===== src/rtl/reducer_pkg.sv =====
`default_nettype none

package reducer_pkg;

  ////////////////////////////////////////////////////////////
  // widths and ratio
  ////////////////////////////////////////////////////////////

  localparam int DIN_WIDTH = 128;  // input word.
  localparam int DOUT_WIDTH = 32;  // output slice.

  // slices per wide word, whole numbers only.
  localparam int DATA_RATIO = DIN_WIDTH / DOUT_WIDTH;
  localparam int SLICE_IDX_WIDTH = 2;  // enough for DATA_RATIO slices.

  ////////////////////////////////////////////////////////////
  // input FIFO
  ////////////////////////////////////////////////////////////

  localparam int FIFO_DEPTH = 8;
  localparam int FIFO_ADDR_WIDTH = 3;
  localparam int RST_BUSY_CYCLES = 4;  // writes refused after reset.

  ////////////////////////////////////////////////////////////
  // types
  ////////////////////////////////////////////////////////////

  typedef logic [DIN_WIDTH-1:0] wide_word_t;
  typedef logic [DOUT_WIDTH-1:0] slice_t;
  typedef logic [SLICE_IDX_WIDTH-1:0] slice_idx_t;

  // EMPTY has no word, LAST shows the final slice of the held word.
  typedef enum logic [1:0] {
    EMPTY,
    HOLDING,
    LAST
  } reducer_state_t;

endpackage

`default_nettype wire


===== src/rtl/wide_fifo_if.sv =====
`default_nettype none

interface wide_fifo_if;

  import reducer_pkg::*;

  wide_word_t wr_data;  // write side, from the top level.
  logic wr_en;

  logic rd_en;  // pop, from the reducer.

  wide_word_t rd_data;  // head word, fall-through.
  logic not_empty;
  logic full;
  logic rst_busy;

  modport fifo (
    input wr_data,
    input wr_en,
    input rd_en,
    output rd_data,
    output not_empty,
    output full,
    output rst_busy
  );

  modport user (
    input rd_data,
    input not_empty,
    output rd_en
  );

endinterface

`default_nettype wire


===== src/rtl/wide_fifo.sv =====
`default_nettype none

module wide_fifo (
  input wire CLK,
  input wire RESETN,
  wide_fifo_if.fifo fifo_port
);

  import reducer_pkg::*;

  typedef logic [FIFO_ADDR_WIDTH-1:0] ptr_t;
  typedef logic [FIFO_ADDR_WIDTH:0] count_t;
  typedef logic [$clog2(RST_BUSY_CYCLES+1)-1:0] busy_cnt_t;

  wide_word_t mem [FIFO_DEPTH];
  ptr_t wr_ptr;
  ptr_t rd_ptr;
  count_t count;
  busy_cnt_t busy_cnt;

  logic do_wr;
  logic do_rd;

  assign do_wr = fifo_port.wr_en;
  assign do_rd = fifo_port.rd_en;

  ////////////////////////////////////////////////////////////
  // status
  ////////////////////////////////////////////////////////////

  assign fifo_port.not_empty = (count != '0);
  assign fifo_port.full = (count == count_t'(FIFO_DEPTH));
  assign fifo_port.rst_busy = (busy_cnt != '0);

  // head word shows without a read cycle.
  assign fifo_port.rd_data = mem[rd_ptr];

  ////////////////////////////////////////////////////////////
  // storage
  ////////////////////////////////////////////////////////////

  always_ff @(posedge CLK) begin
    if (do_wr) begin
      mem[wr_ptr] <= fifo_port.wr_data;
    end
  end

  always_ff @(posedge CLK) begin
    if (!RESETN) begin
      wr_ptr <= '0;
      rd_ptr <= '0;
      count <= '0;
    end else begin
      if (do_wr) begin
        wr_ptr <= wr_ptr + 1'b1;  // wraps at FIFO_DEPTH.
      end
      if (do_rd) begin
        rd_ptr <= rd_ptr + 1'b1;
      end
      case ({do_wr, do_rd})
        2'b10: count <= count + 1'b1;
        2'b01: count <= count - 1'b1;
        default: count <= count;  // idle or write and read together.
      endcase
    end
  end

  // held high through reset, then counts down.
  always_ff @(posedge CLK) begin
    if (!RESETN) begin
      busy_cnt <= busy_cnt_t'(RST_BUSY_CYCLES);
    end else if (busy_cnt != '0) begin
      busy_cnt <= busy_cnt - 1'b1;
    end
  end

  ////////////////////////////////////////////////////////////
  // checks
  ////////////////////////////////////////////////////////////

  // the top level gates wr_en with in_ready.
  a_no_write_full: assert property (
    @(posedge CLK) disable iff (!RESETN)
    fifo_port.wr_en |-> !fifo_port.full && !fifo_port.rst_busy
  ) else $error("wide_fifo: write while full or busy");

  a_no_read_empty: assert property (
    @(posedge CLK) disable iff (!RESETN)
    fifo_port.rd_en |-> fifo_port.not_empty
  ) else $error("wide_fifo: read while empty");

endmodule

`default_nettype wire


===== src/rtl/width_reducer.sv =====
`default_nettype none

module width_reducer (
  input wire CLK,
  input wire RESETN,
  wide_fifo_if.user fifo_port,
  output reducer_pkg::slice_t out_data,
  output logic out_valid,
  input wire out_ready
);

  import reducer_pkg::*;

  reducer_state_t state;
  wide_word_t word;  // word being sliced.
  slice_idx_t idx;

  logic pop;
  logic last_taken;
  logic slice_taken;

  ////////////////////////////////////////////////////////////
  // FIFO side
  ////////////////////////////////////////////////////////////

  assign slice_taken = out_valid && out_ready;
  assign last_taken = (state == LAST) && out_ready;

  // refill on the edge that takes the last slice, so no bubble.
  assign pop = fifo_port.not_empty && ((state == EMPTY) || last_taken);
  assign fifo_port.rd_en = pop;

  ////////////////////////////////////////////////////////////
  // output side
  ////////////////////////////////////////////////////////////

  assign out_valid = (state != EMPTY);
  assign out_data = word[idx * DOUT_WIDTH +: DOUT_WIDTH];  // lowest slice first.

  always_ff @(posedge CLK) begin
    if (pop) begin
      word <= fifo_port.rd_data;
    end
  end

  always_ff @(posedge CLK) begin
    if (!RESETN) begin
      state <= EMPTY;
      idx <= '0;
    end else begin
      case (state)
        EMPTY: begin
          if (pop) begin
            state <= HOLDING;
            idx <= '0;
          end
        end
        HOLDING: begin
          if (slice_taken) begin
            idx <= idx + 1'b1;
            if (idx == slice_idx_t'(DATA_RATIO - 2)) begin
              state <= LAST;  // next slice is the final one.
            end
          end
        end
        LAST: begin
          if (last_taken) begin
            idx <= '0;
            if (pop) begin
              state <= HOLDING;
            end else begin
              state <= EMPTY;
            end
          end
        end
        default: begin
          state <= EMPTY;
          idx <= '0;
        end
      endcase
    end
  end

  ////////////////////////////////////////////////////////////
  // checks
  ////////////////////////////////////////////////////////////

  // a stalled slice holds until the sink takes it.
  a_hold_stall: assert property (
    @(posedge CLK) disable iff (!RESETN)
    out_valid && !out_ready |=> out_valid && $stable(out_data)
  ) else $error("width_reducer: output changed under back-pressure");

  a_rd_not_empty: assert property (
    @(posedge CLK) disable iff (!RESETN)
    fifo_port.rd_en |-> fifo_port.not_empty
  ) else $error("width_reducer: pop from empty FIFO");

endmodule

`default_nettype wire


===== src/rtl/reducer_top.sv =====
`default_nettype none

module reducer_top (
  input wire CLK,
  input wire RESETN,
  input wire reducer_pkg::wide_word_t in_data,
  input wire in_valid,
  output logic in_ready,
  output reducer_pkg::slice_t out_data,
  output logic out_valid,
  input wire out_ready
);

  wide_fifo_if fifo_bus ();

  ////////////////////////////////////////////////////////////
  // input side
  ////////////////////////////////////////////////////////////

  // low while full or still busy after reset.
  assign in_ready = !fifo_bus.full && !fifo_bus.rst_busy;

  assign fifo_bus.wr_data = in_data;
  assign fifo_bus.wr_en = in_valid && in_ready;  // only accepted words.

  wide_fifo i_wide_fifo (
    .CLK(CLK),
    .RESETN(RESETN),
    .fifo_port(fifo_bus.fifo)
  );

  ////////////////////////////////////////////////////////////
  // output side
  ////////////////////////////////////////////////////////////

  width_reducer i_width_reducer (
    .CLK(CLK),
    .RESETN(RESETN),
    .fifo_port(fifo_bus.user),
    .out_data(out_data),
    .out_valid(out_valid),
    .out_ready(out_ready)
  );

endmodule

`default_nettype wire


===== config.mk =====
export PLATFORM = sky130hd
export DESIGN_NAME = reducer_top
export DESIGN_NICKNAME = d
export VERILOG_FILES = /design/src/rtl/reducer_pkg.sv /design/src/rtl/wide_fifo_if.sv /design/src/rtl/wide_fifo.sv /design/src/rtl/width_reducer.sv /design/src/rtl/reducer_top.sv
export SDC_FILE = /design/constraint.sdc
export NUM_CORES = 1
export LEC_CHECK = 0
export CORE_UTILIZATION = 41
export CTS_BUF_LIST = sky130_fd_sc_hd__clkbuf_16
export CTS_CLUSTER_SIZE = 8
export DETAILED_ROUTE_END_ITERATION = 16
export DONT_BUFFER_PORTS = 1
export HOLD_SLACK_MARGIN = 0.15
export PLACE_DENSITY = 0.58
export SLEW_MARGIN = 10
export SYNTH_ARGS = -nofsm -noshare
export SYNTH_HDL_FRONTEND = slang
export SYNTH_SLANG_ARGS = --single-unit

===== constraint.sdc =====
create_clock -name CLK -period 30.9 [get_ports CLK]
set_input_delay 0 -clock CLK [delete_from_list [all_inputs] [get_ports CLK]]
set_output_delay 0 -clock CLK [all_outputs]
set_load 0.02 [all_outputs]

==> results by group, run 1 <==
Drt
  • Detailed Route Iter0 Violations: roughly 1,700
  • Average wire per cell in the routed design: 26.98 µm
  • Detail-routed via count per cell: 5.493
  • Final antenna-violating net count: 0
  • Aggregate routed wire length: 95.64 mm
  • First-pass iteration count of the detailed router: 5
  • DRC violation count after routing: 0
  • Vias: between 15,000 and 20,000

CTS
  • CTS sink cnt: 1,169
  • Clock insertion delay at the later pin of the skew report: 0.74 ns
  • Number of clock buffers inserted by TritonCTS: roughly 160
  • Setup bufs post-CTS: 0
  • Maximum level of the CTS H-tree: 4
  • Root cell of the clock tree: clkbuf_16
  • Clock transition at the register clock pins on the worst setup and hold paths after CTS: 0.05 ns
  • Clock tree from TritonCTS: built
  • Number of buffers on the longest clock path: 3

Run
  • Number of maximum-capacitance violations: 0

Final layout
  • Layout filler cell count: 8,235
  • Number of nets in the finished design: between 2,000 and 2,500
  • Fraction of final layout cells sized beyond drive strength 1: 0.2922
  • Area growth from synthesis to final layout: 19.46%
  • Post-route core utilization: 0.4967
  • Final Non-Filler Cells: approximately 3,500

Power and ir drop
  • Switching share of total power: 0.2528
  • Seq pwr share: 0.462
  • Clock network fraction of total power: 0.360
  • Areal power density over the cells: 83.08 nW/µm²
  • Power share of the combinational group: 0.178
  • Leakage power: 0.01620 µW
  • Switch Pwr: 1104 µW
  • Maximum vdd ir drop: 122.1 µV
  • Cell-internal power: 3265 µW

Die
  • Die extent in x: 329.7 µm
  • Die Footprint: 108,700 µm²
  • Num rows: 119
  • Core box area: 105,900 µm²
  • Die height: 329.7 µm
  • Initial Utilization: 0.4158
  • Number of top-level pins: 166

Timing
  • Post-layout minimum cycle time: 4.044 ns
  • Tightest hold margin: about 0.20 ns
  • RSZ-0062 raised after global routing: no
  • Clock skew: 0.02992 ns
  • Setup TNS: 0 ns
  • Final worst path period share: 0.1309
  • Upper clock frequency limit: 247.3 MHz
  • Count of endpoints failing setup in the final report: 0
  • Final hold violation count: 0
  • Actual slew at the worst max-slew pin: 1.232 ns
  • Worst relative slew slack: 0.1790
  • Number of slew-limit violations in the final report: 0

Worst hold path
  • End of the worst hold path: i_wide_fifo.mem[0][8]
  • Hold path startpoint: in_valid
  • Count of cells along the worst hold path: 3
  • Hold crit path type: in -> reg

Setup path
  • Setup slack on the worst flop-to-flop path: 26.86 ns
  • Worst Path Arrival: roughly 4.5 ns
  • Critical path start-end classification: reg -> reg
  • Kind of launch point of the worst setup path: register
  • Kind of end point of the critical path: register
  • Logic depth of the worst register-to-register path: 4
  • Endpoint of the lowest-slack register-to-register path: i_width_reducer.word[119]
  • Startpoint of the worst-slack reg-to-reg timing path: i_wide_fifo.rd_ptr[0]
  • Worst endpoint required time: 31.36 ns
  • Worst-path maximum fanout: 52

Global routing
  • First-pass GRT wire length: 140.4 mm
  • Global route overflow: 0
  • Vias in the first global route: 21,036
  • Total track usage: 0.1788
  • Antenna violations before repair: 15
  • Pin count of the biggest net entering global routing: 137

Logic synthesis
  • Post-synthesis sequential area ratio: 0.7936
  • Synthesized cell area: 44,020 µm²
  • Synthesis warning total: 0
  • Post-synth ARST share: 0
  • Count of flip-flops with a built-in enable after synthesis: 1,152
  • Average footprint of a synthesized cell: 24.88 µm²
  • Unique cell type count in the Yosys netlist: 37
  • Syn_nets: 1,909
  • Post-Syn Instances: 1,769
  • Most common flop cell mapped by yosys: edfxtp_1
  • Number of register bits inferred by synthesis: about 1,200

Place
  • Dpl cells: 3,092
  • Final estimated routing congestion in global placement: ~0.7
  • Input/output buffers: 0
  • Placed wire-length estimate: 45.57 mm

Status
  • Status: complete, no violations
==> flip-flops by register name, indices dropped and copies added (netlist names) <==
register	flops
i_wide_fifo.rd_ptr	3
i_width_reducer.idx	2
i_wide_fifo.count	4
i_wide_fifo.wr_ptr	3
i_width_reducer.word	128
i_width_reducer.state	2
i_wide_fifo.busy_cnt	3
i_wide_fifo.mem	1024
==> final cells by class <==
| type | instances | area (µm²) | area share |
|---|---|---|---|
| Clock buffer | 170 | 4254 | 0.08090 |
| Sequential cell | 1169 | 34950 | 0.6646 |
| Inverter | 4 | 15.01 | 0.0002855 |
| Timing Repair Buffer | 276 | 2858 | 0.05434 |
| Antenna cell | 5 | 12.51 | 0.0002379 |
| Clock inverter | 19 | 157.7 | 0.002998 |
| Multi-Input combinational cell | 511 | 8598 | 0.1635 |
| Tap cell | 1391 | 1740 | 0.03310 |
==> power by group through the flow <==
| stage | Clock [µW] | Combinational, µW | Sequential [µW] |
|---|---|---|---|
| after detailed placement | 0 | 748 | 2050 |
| after global routing | 1670 | 837 | 2030 |
| after global placement | 0 | 744 | 2050 |
| final | 1570 | 778 | 2020 |
| after floorplan | 0 | 630 | 2010 |
| after CTS | 1600 | 798 | 2020 |
==> cells in the mapped netlist, types with 4 or more instances <==
| library cell | n | share of area |
|---|---|---|
| mux2_2 | 128 | 0.033 |
| nand2b_1 | 6 | 0.00085 |
| a21oi_1 | 7 | 0.00080 |
| nor3_1 | 6 | 0.00068 |
| ha_1 | 8 | 0.0023 |
| nor2_1 | 15 | 0.0013 |
| xor2_1 | 5 | 0.00099 |
| mux2i_1 | 4 | 0.00091 |
| nand3_1 | 4 | 0.00045 |
| nand2_1 | 10 | 0.00085 |
| buf_1 | 15 | 0.0013 |
| clkbuf_1 | 32 | 0.0027 |
| buf_6 | 26 | 0.0067 |
| inv_1 | 4 | 0.00034 |
| edfxtp_1 | 1152 | 0.79 |
| dfxtp_1 | 17 | 0.0077 |
| mux4_2 | 288 | 0.15 |
| buf_2 | 12 | 0.0014 |
==> layer usage <==
layer | vias to the layer above | part of all wire | wire length [µm] | track usage
met5 | - | 0.00069 | 66 | 0
met4 | 10 | 0.020 | 1951 | 0.05314
met3 | 159 | 0.060 | 5722 | 0.04060
met2 | 539 | 0.47 | 44990 | 0.2758
met1 | 10542 | 0.45 | 42900 | 0.2552
li1 | 8222 | - | - | -
==> cells by family after synthesis <==
kind of cell / Yosys count / share of synthesized area
DFF: 1169 / 0.7936
buffers and inverters: 89 / 0.01236
and+or+nand+nor: 58 / 0.006935
muxes: 420 / 0.1810
AOI/OAI and AO/OA: 17 / 0.002274
xor gates and xnor gates: 8 / 0.001592
adders and majority gates: 8 / 0.002274
==> worst max-delay path by stage <==
stage                                endpoint                   from  cells past startpoint
floorplan                i_wide_fifo.count[2]   i_wide_fifo.count[1]                     10
global placement    i_width_reducer.word[118]  i_wide_fifo.rd_ptr[0]                      4
detailed placement  i_width_reducer.word[119]  i_wide_fifo.rd_ptr[0]                      4
CTS                 i_width_reducer.word[119]  i_wide_fifo.rd_ptr[0]                      4
global route        i_width_reducer.word[119]  i_wide_fifo.rd_ptr[0]                      4
finish              i_width_reducer.word[119]  i_wide_fifo.rd_ptr[0]                      4
==> metrics by stage <==
stage | area [µm²] | setup slack (ns) | power (µW)
finish | 52590 | 26.86 | 4369
floorplan | 44020 | 18.37 | 2637
global placement | 45570 | 26.74 | 2792
detailed placement | 45570 | 26.68 | 2796
global route | 52580 | 26.40 | 4533
CTS | 52570 | 26.64 | 4424
==> worst max-delay path: stages (launching register included) <==
cell and delay (ns):
dfxtp_4 0.85, buf_4 0.95, buf_4 0.96, mux4_2 0.60
mux2_2 0.28
==> repair_timing <==
item                      4_1_cts  5_1_grt
hold endpoints to repair     1258        0
resized for setup               0        0
hold buffers                  259        0
==> cell usage in the layout, fill, tap and decap left out, drive strengths merged, types with 2 or more instances in the layout <==
master,netlist,routed
nand3b,2,2
dfxtp,17,17
diode,0,5
mux2i,4,4
nand2,10,10
nand4,2,2
edfxtp,1152,1152
ha,8,8
xor2,5,5
clkinv,0,5
a21oi,7,7
buf,53,17
mux2,128,128
nand2b,6,6
o21ai,3,3
nor3,6,6
xnor2,3,3
nor2b,2,2
clkbuf,32,170
dlygate4sd3,0,259
and2,2,2
nor2,15,15
nand3,4,4
o22ai,2,2
inv,4,18
nor3b,2,2
mux4,288,288
a211oi,2,2
Power figures use the tool's default switching activity.
==> inputs of run 2 (changes only) <==
clock period = 4.2 ns   (was 30.9 ns; I/O delays follow)
==> run 2 against run 1 <==
Critical endpoint is now i_wide_fifo.mem[2][46]. Clock power rose to 7.3 times the previous value. Cell count is 1.1% higher. Design area increased by 1.2%. Critical path depth grew 4.
==> results by group, run 2 (synthesized netlist as in run 1, its figures left out) <==
Drt
  • Final antenna-violating net count: 0
  • First-pass iteration count of the detailed router: 5
  • Vias: just under 20,000
  • Average wire per cell in the routed design: 26.19 µm
  • DRC violation count after routing: 0
  • Detail-routed via count per cell: 5.487
  • Aggregate routed wire length: 93.83 mm
  • Detailed Route Iter0 Violations: roughly 1,600

Final layout
  • Top flop regs: i_wide_fifo.mem: 1024 flops, i_width_reducer.word: 128 flops, i_wide_fifo.count: 4 flops
  • Fraction of final layout cells sized beyond drive strength 1: 0.3073
  • Largest register FFs: 1,024
  • Register with the highest flop count: i_wide_fifo.mem
  • Number of nets in the finished design: approximately 2,300
  • Area growth from synthesis to final layout: 20.87%
  • Final Non-Filler Cells: 3,583
  • Most frequent cells in the layout: edfxtp_1, mux4_2, dlygate4sd3_1
  • Most common library cell in the layout ignoring fill and taps: edfxtp_1
  • Layout filler cell count: about 8,100

Timing
  • Worst relative slew slack: 0.3409
  • Setup TNS: 0 ns
  • Post-layout minimum cycle time: ~2.8 ns
  • Clock skew: 0.02779 ns
  • Final worst path period share: 0.6591
  • Number of slew-limit violations in the final report: 0
  • Actual slew at the worst max-slew pin: 0.9886 ns
  • Count of endpoints failing setup in the final report: 0
  • RSZ-0062 raised after global routing: no
  • Final hold violation count: 0
  • Upper clock frequency limit: 361.3 MHz

Global routing
  • First-pass GRT wire length: 140.3 mm
  • Antenna violations before repair: 6
  • Total track usage: 0.1764
  • Vias in the first global route: 21,210
  • Pin count of the biggest net entering global routing: 132
  • Global route overflow: 0

Place
  • Dpl cells: 3,129
  • Final estimated routing congestion in global placement: 0.7506
  • Placed wire-length estimate: 52.44 mm
  • Input/output buffers: 0

CTS
  • Post-cts resize count: 0
  • Clock insertion delay at the later pin of the skew report: 0.73 ns
  • CTS sink cnt: 1,169
  • Root cell of the clock tree: clkbuf_16
  • Number of buffers on the longest clock path: 3
  • Maximum level of the CTS H-tree: 4
  • Number of clock buffers inserted by TritonCTS: 164
  • Setup bufs post-CTS: 0
  • Clock tree from TritonCTS: built
  • Clock transition at the register clock pins on the worst setup and hold paths after CTS: 0.05 ns

Die
  • Die Footprint: 108,700 µm²
  • Number of top-level pins: 166
  • Core box area: 105,900 µm²
  • Die extent in x: 329.7 µm
  • Initial Utilization: 0.4158
  • Die height: between 300 and 400 µm
  • Num rows: 119

Setup path
  • Worst-path maximum fanout: 24
  • Worst endpoint required time: 4.61 ns
  • Worst Path Arrival: ~3.2 ns
  • Kind of launch point of the worst setup path: register
  • Critical path start-end classification: reg -> reg
  • Kind of end point of the critical path: register

Status
  • Status: complete, no violations

Worst hold path
  • Hold crit path type: in -> reg

Power and ir drop
  • Leakage power: 0.01648 µW
  • Areal power density over the cells: 607.6 nW/µm²
  • Pwr Total: approximately 32,000 µW
  • Maximum vdd ir drop: 814.4 µV

Run
  • Number of maximum-capacitance violations: 0
-- run 2: area by class of cell --
class                           count  area [µm²]  area share
Antenna cell                        2       5.005  0.00009406
Clock buffer                      166        4154     0.07807
Clock inverter                     24       262.8    0.004938
Inverter                            4       15.01   0.0002822
Multi-Input combinational cell    511        8651      0.1626
Sequential cell                  1169       34950      0.6569
Tap cell                         1391        1740     0.03271
Timing Repair Buffer              316        3428     0.06443
-- run 2: stage by stage --
stage / utilization / hold WS, ns / instance area [µm²] / worst slack (ns)
after global routing: 0.5026 / 0.2007 / 53210 / 1.221
final: 0.5026 / 0.2201 / 53210 / 1.432
after floorplan: - / 0.09887 / 44130 / -1.223
after detailed placement: 0.4361 / 0.06911 / 46160 / 1.460
after global placement: 0.4361 / 0.06728 / 46160 / 1.580
after CTS: 0.5026 / 0.1580 / 53200 / 1.383
-- run 2: power by group --
group	internal, µW	switching, µW	leakage [µW]
Clock	6970	4550	0.00220
Combinational	2950	3080	0.00371
Sequential	14100	644	0.0106
-- run 2: final timing paths --
path	startpoint	to	slack (ns)	depth (start not counted)
max	i_wide_fifo.busy_cnt[0]	i_wide_fifo.mem[2][46]	1.43	8
min	in_data[39]	i_wide_fifo.mem[4][39]	0.22	1
max reg2reg	i_wide_fifo.busy_cnt[0]	i_wide_fifo.mem[2][46]	1.43	8
min reg2reg	i_wide_fifo.count[3]	i_wide_fifo.count[3]	0.52	2
-- run 2: metal layers --
layer,part of all wire,wire length [µm],track usage,vias up
met1,0.45,42630,0.2562,10677
met5,0.00039,37,0,-
met2,0.48,44880,0.2751,516
met3,0.050,4708,0.03183,128
li1,-,-,-,8332
met4,0.017,1567,0.04921,6
-- run 2: worst max-delay path: stages, from the launching register on --
cell      delay, ns
dfxtp_1        0.30
inv_1          0.10
ha_1           0.20
nand2b_1       0.11
a21oi_1        0.31
nand2b_1       0.32
nor3_4         0.51
buf_12         0.29
buf_12         0.24
-- run 2: repair_timing --
item                                    4_1_cts  5_1_grt
endpoints found under the setup margin        0        0
endpoints found under the hold margin      1840        0
hold buffers                                262        0
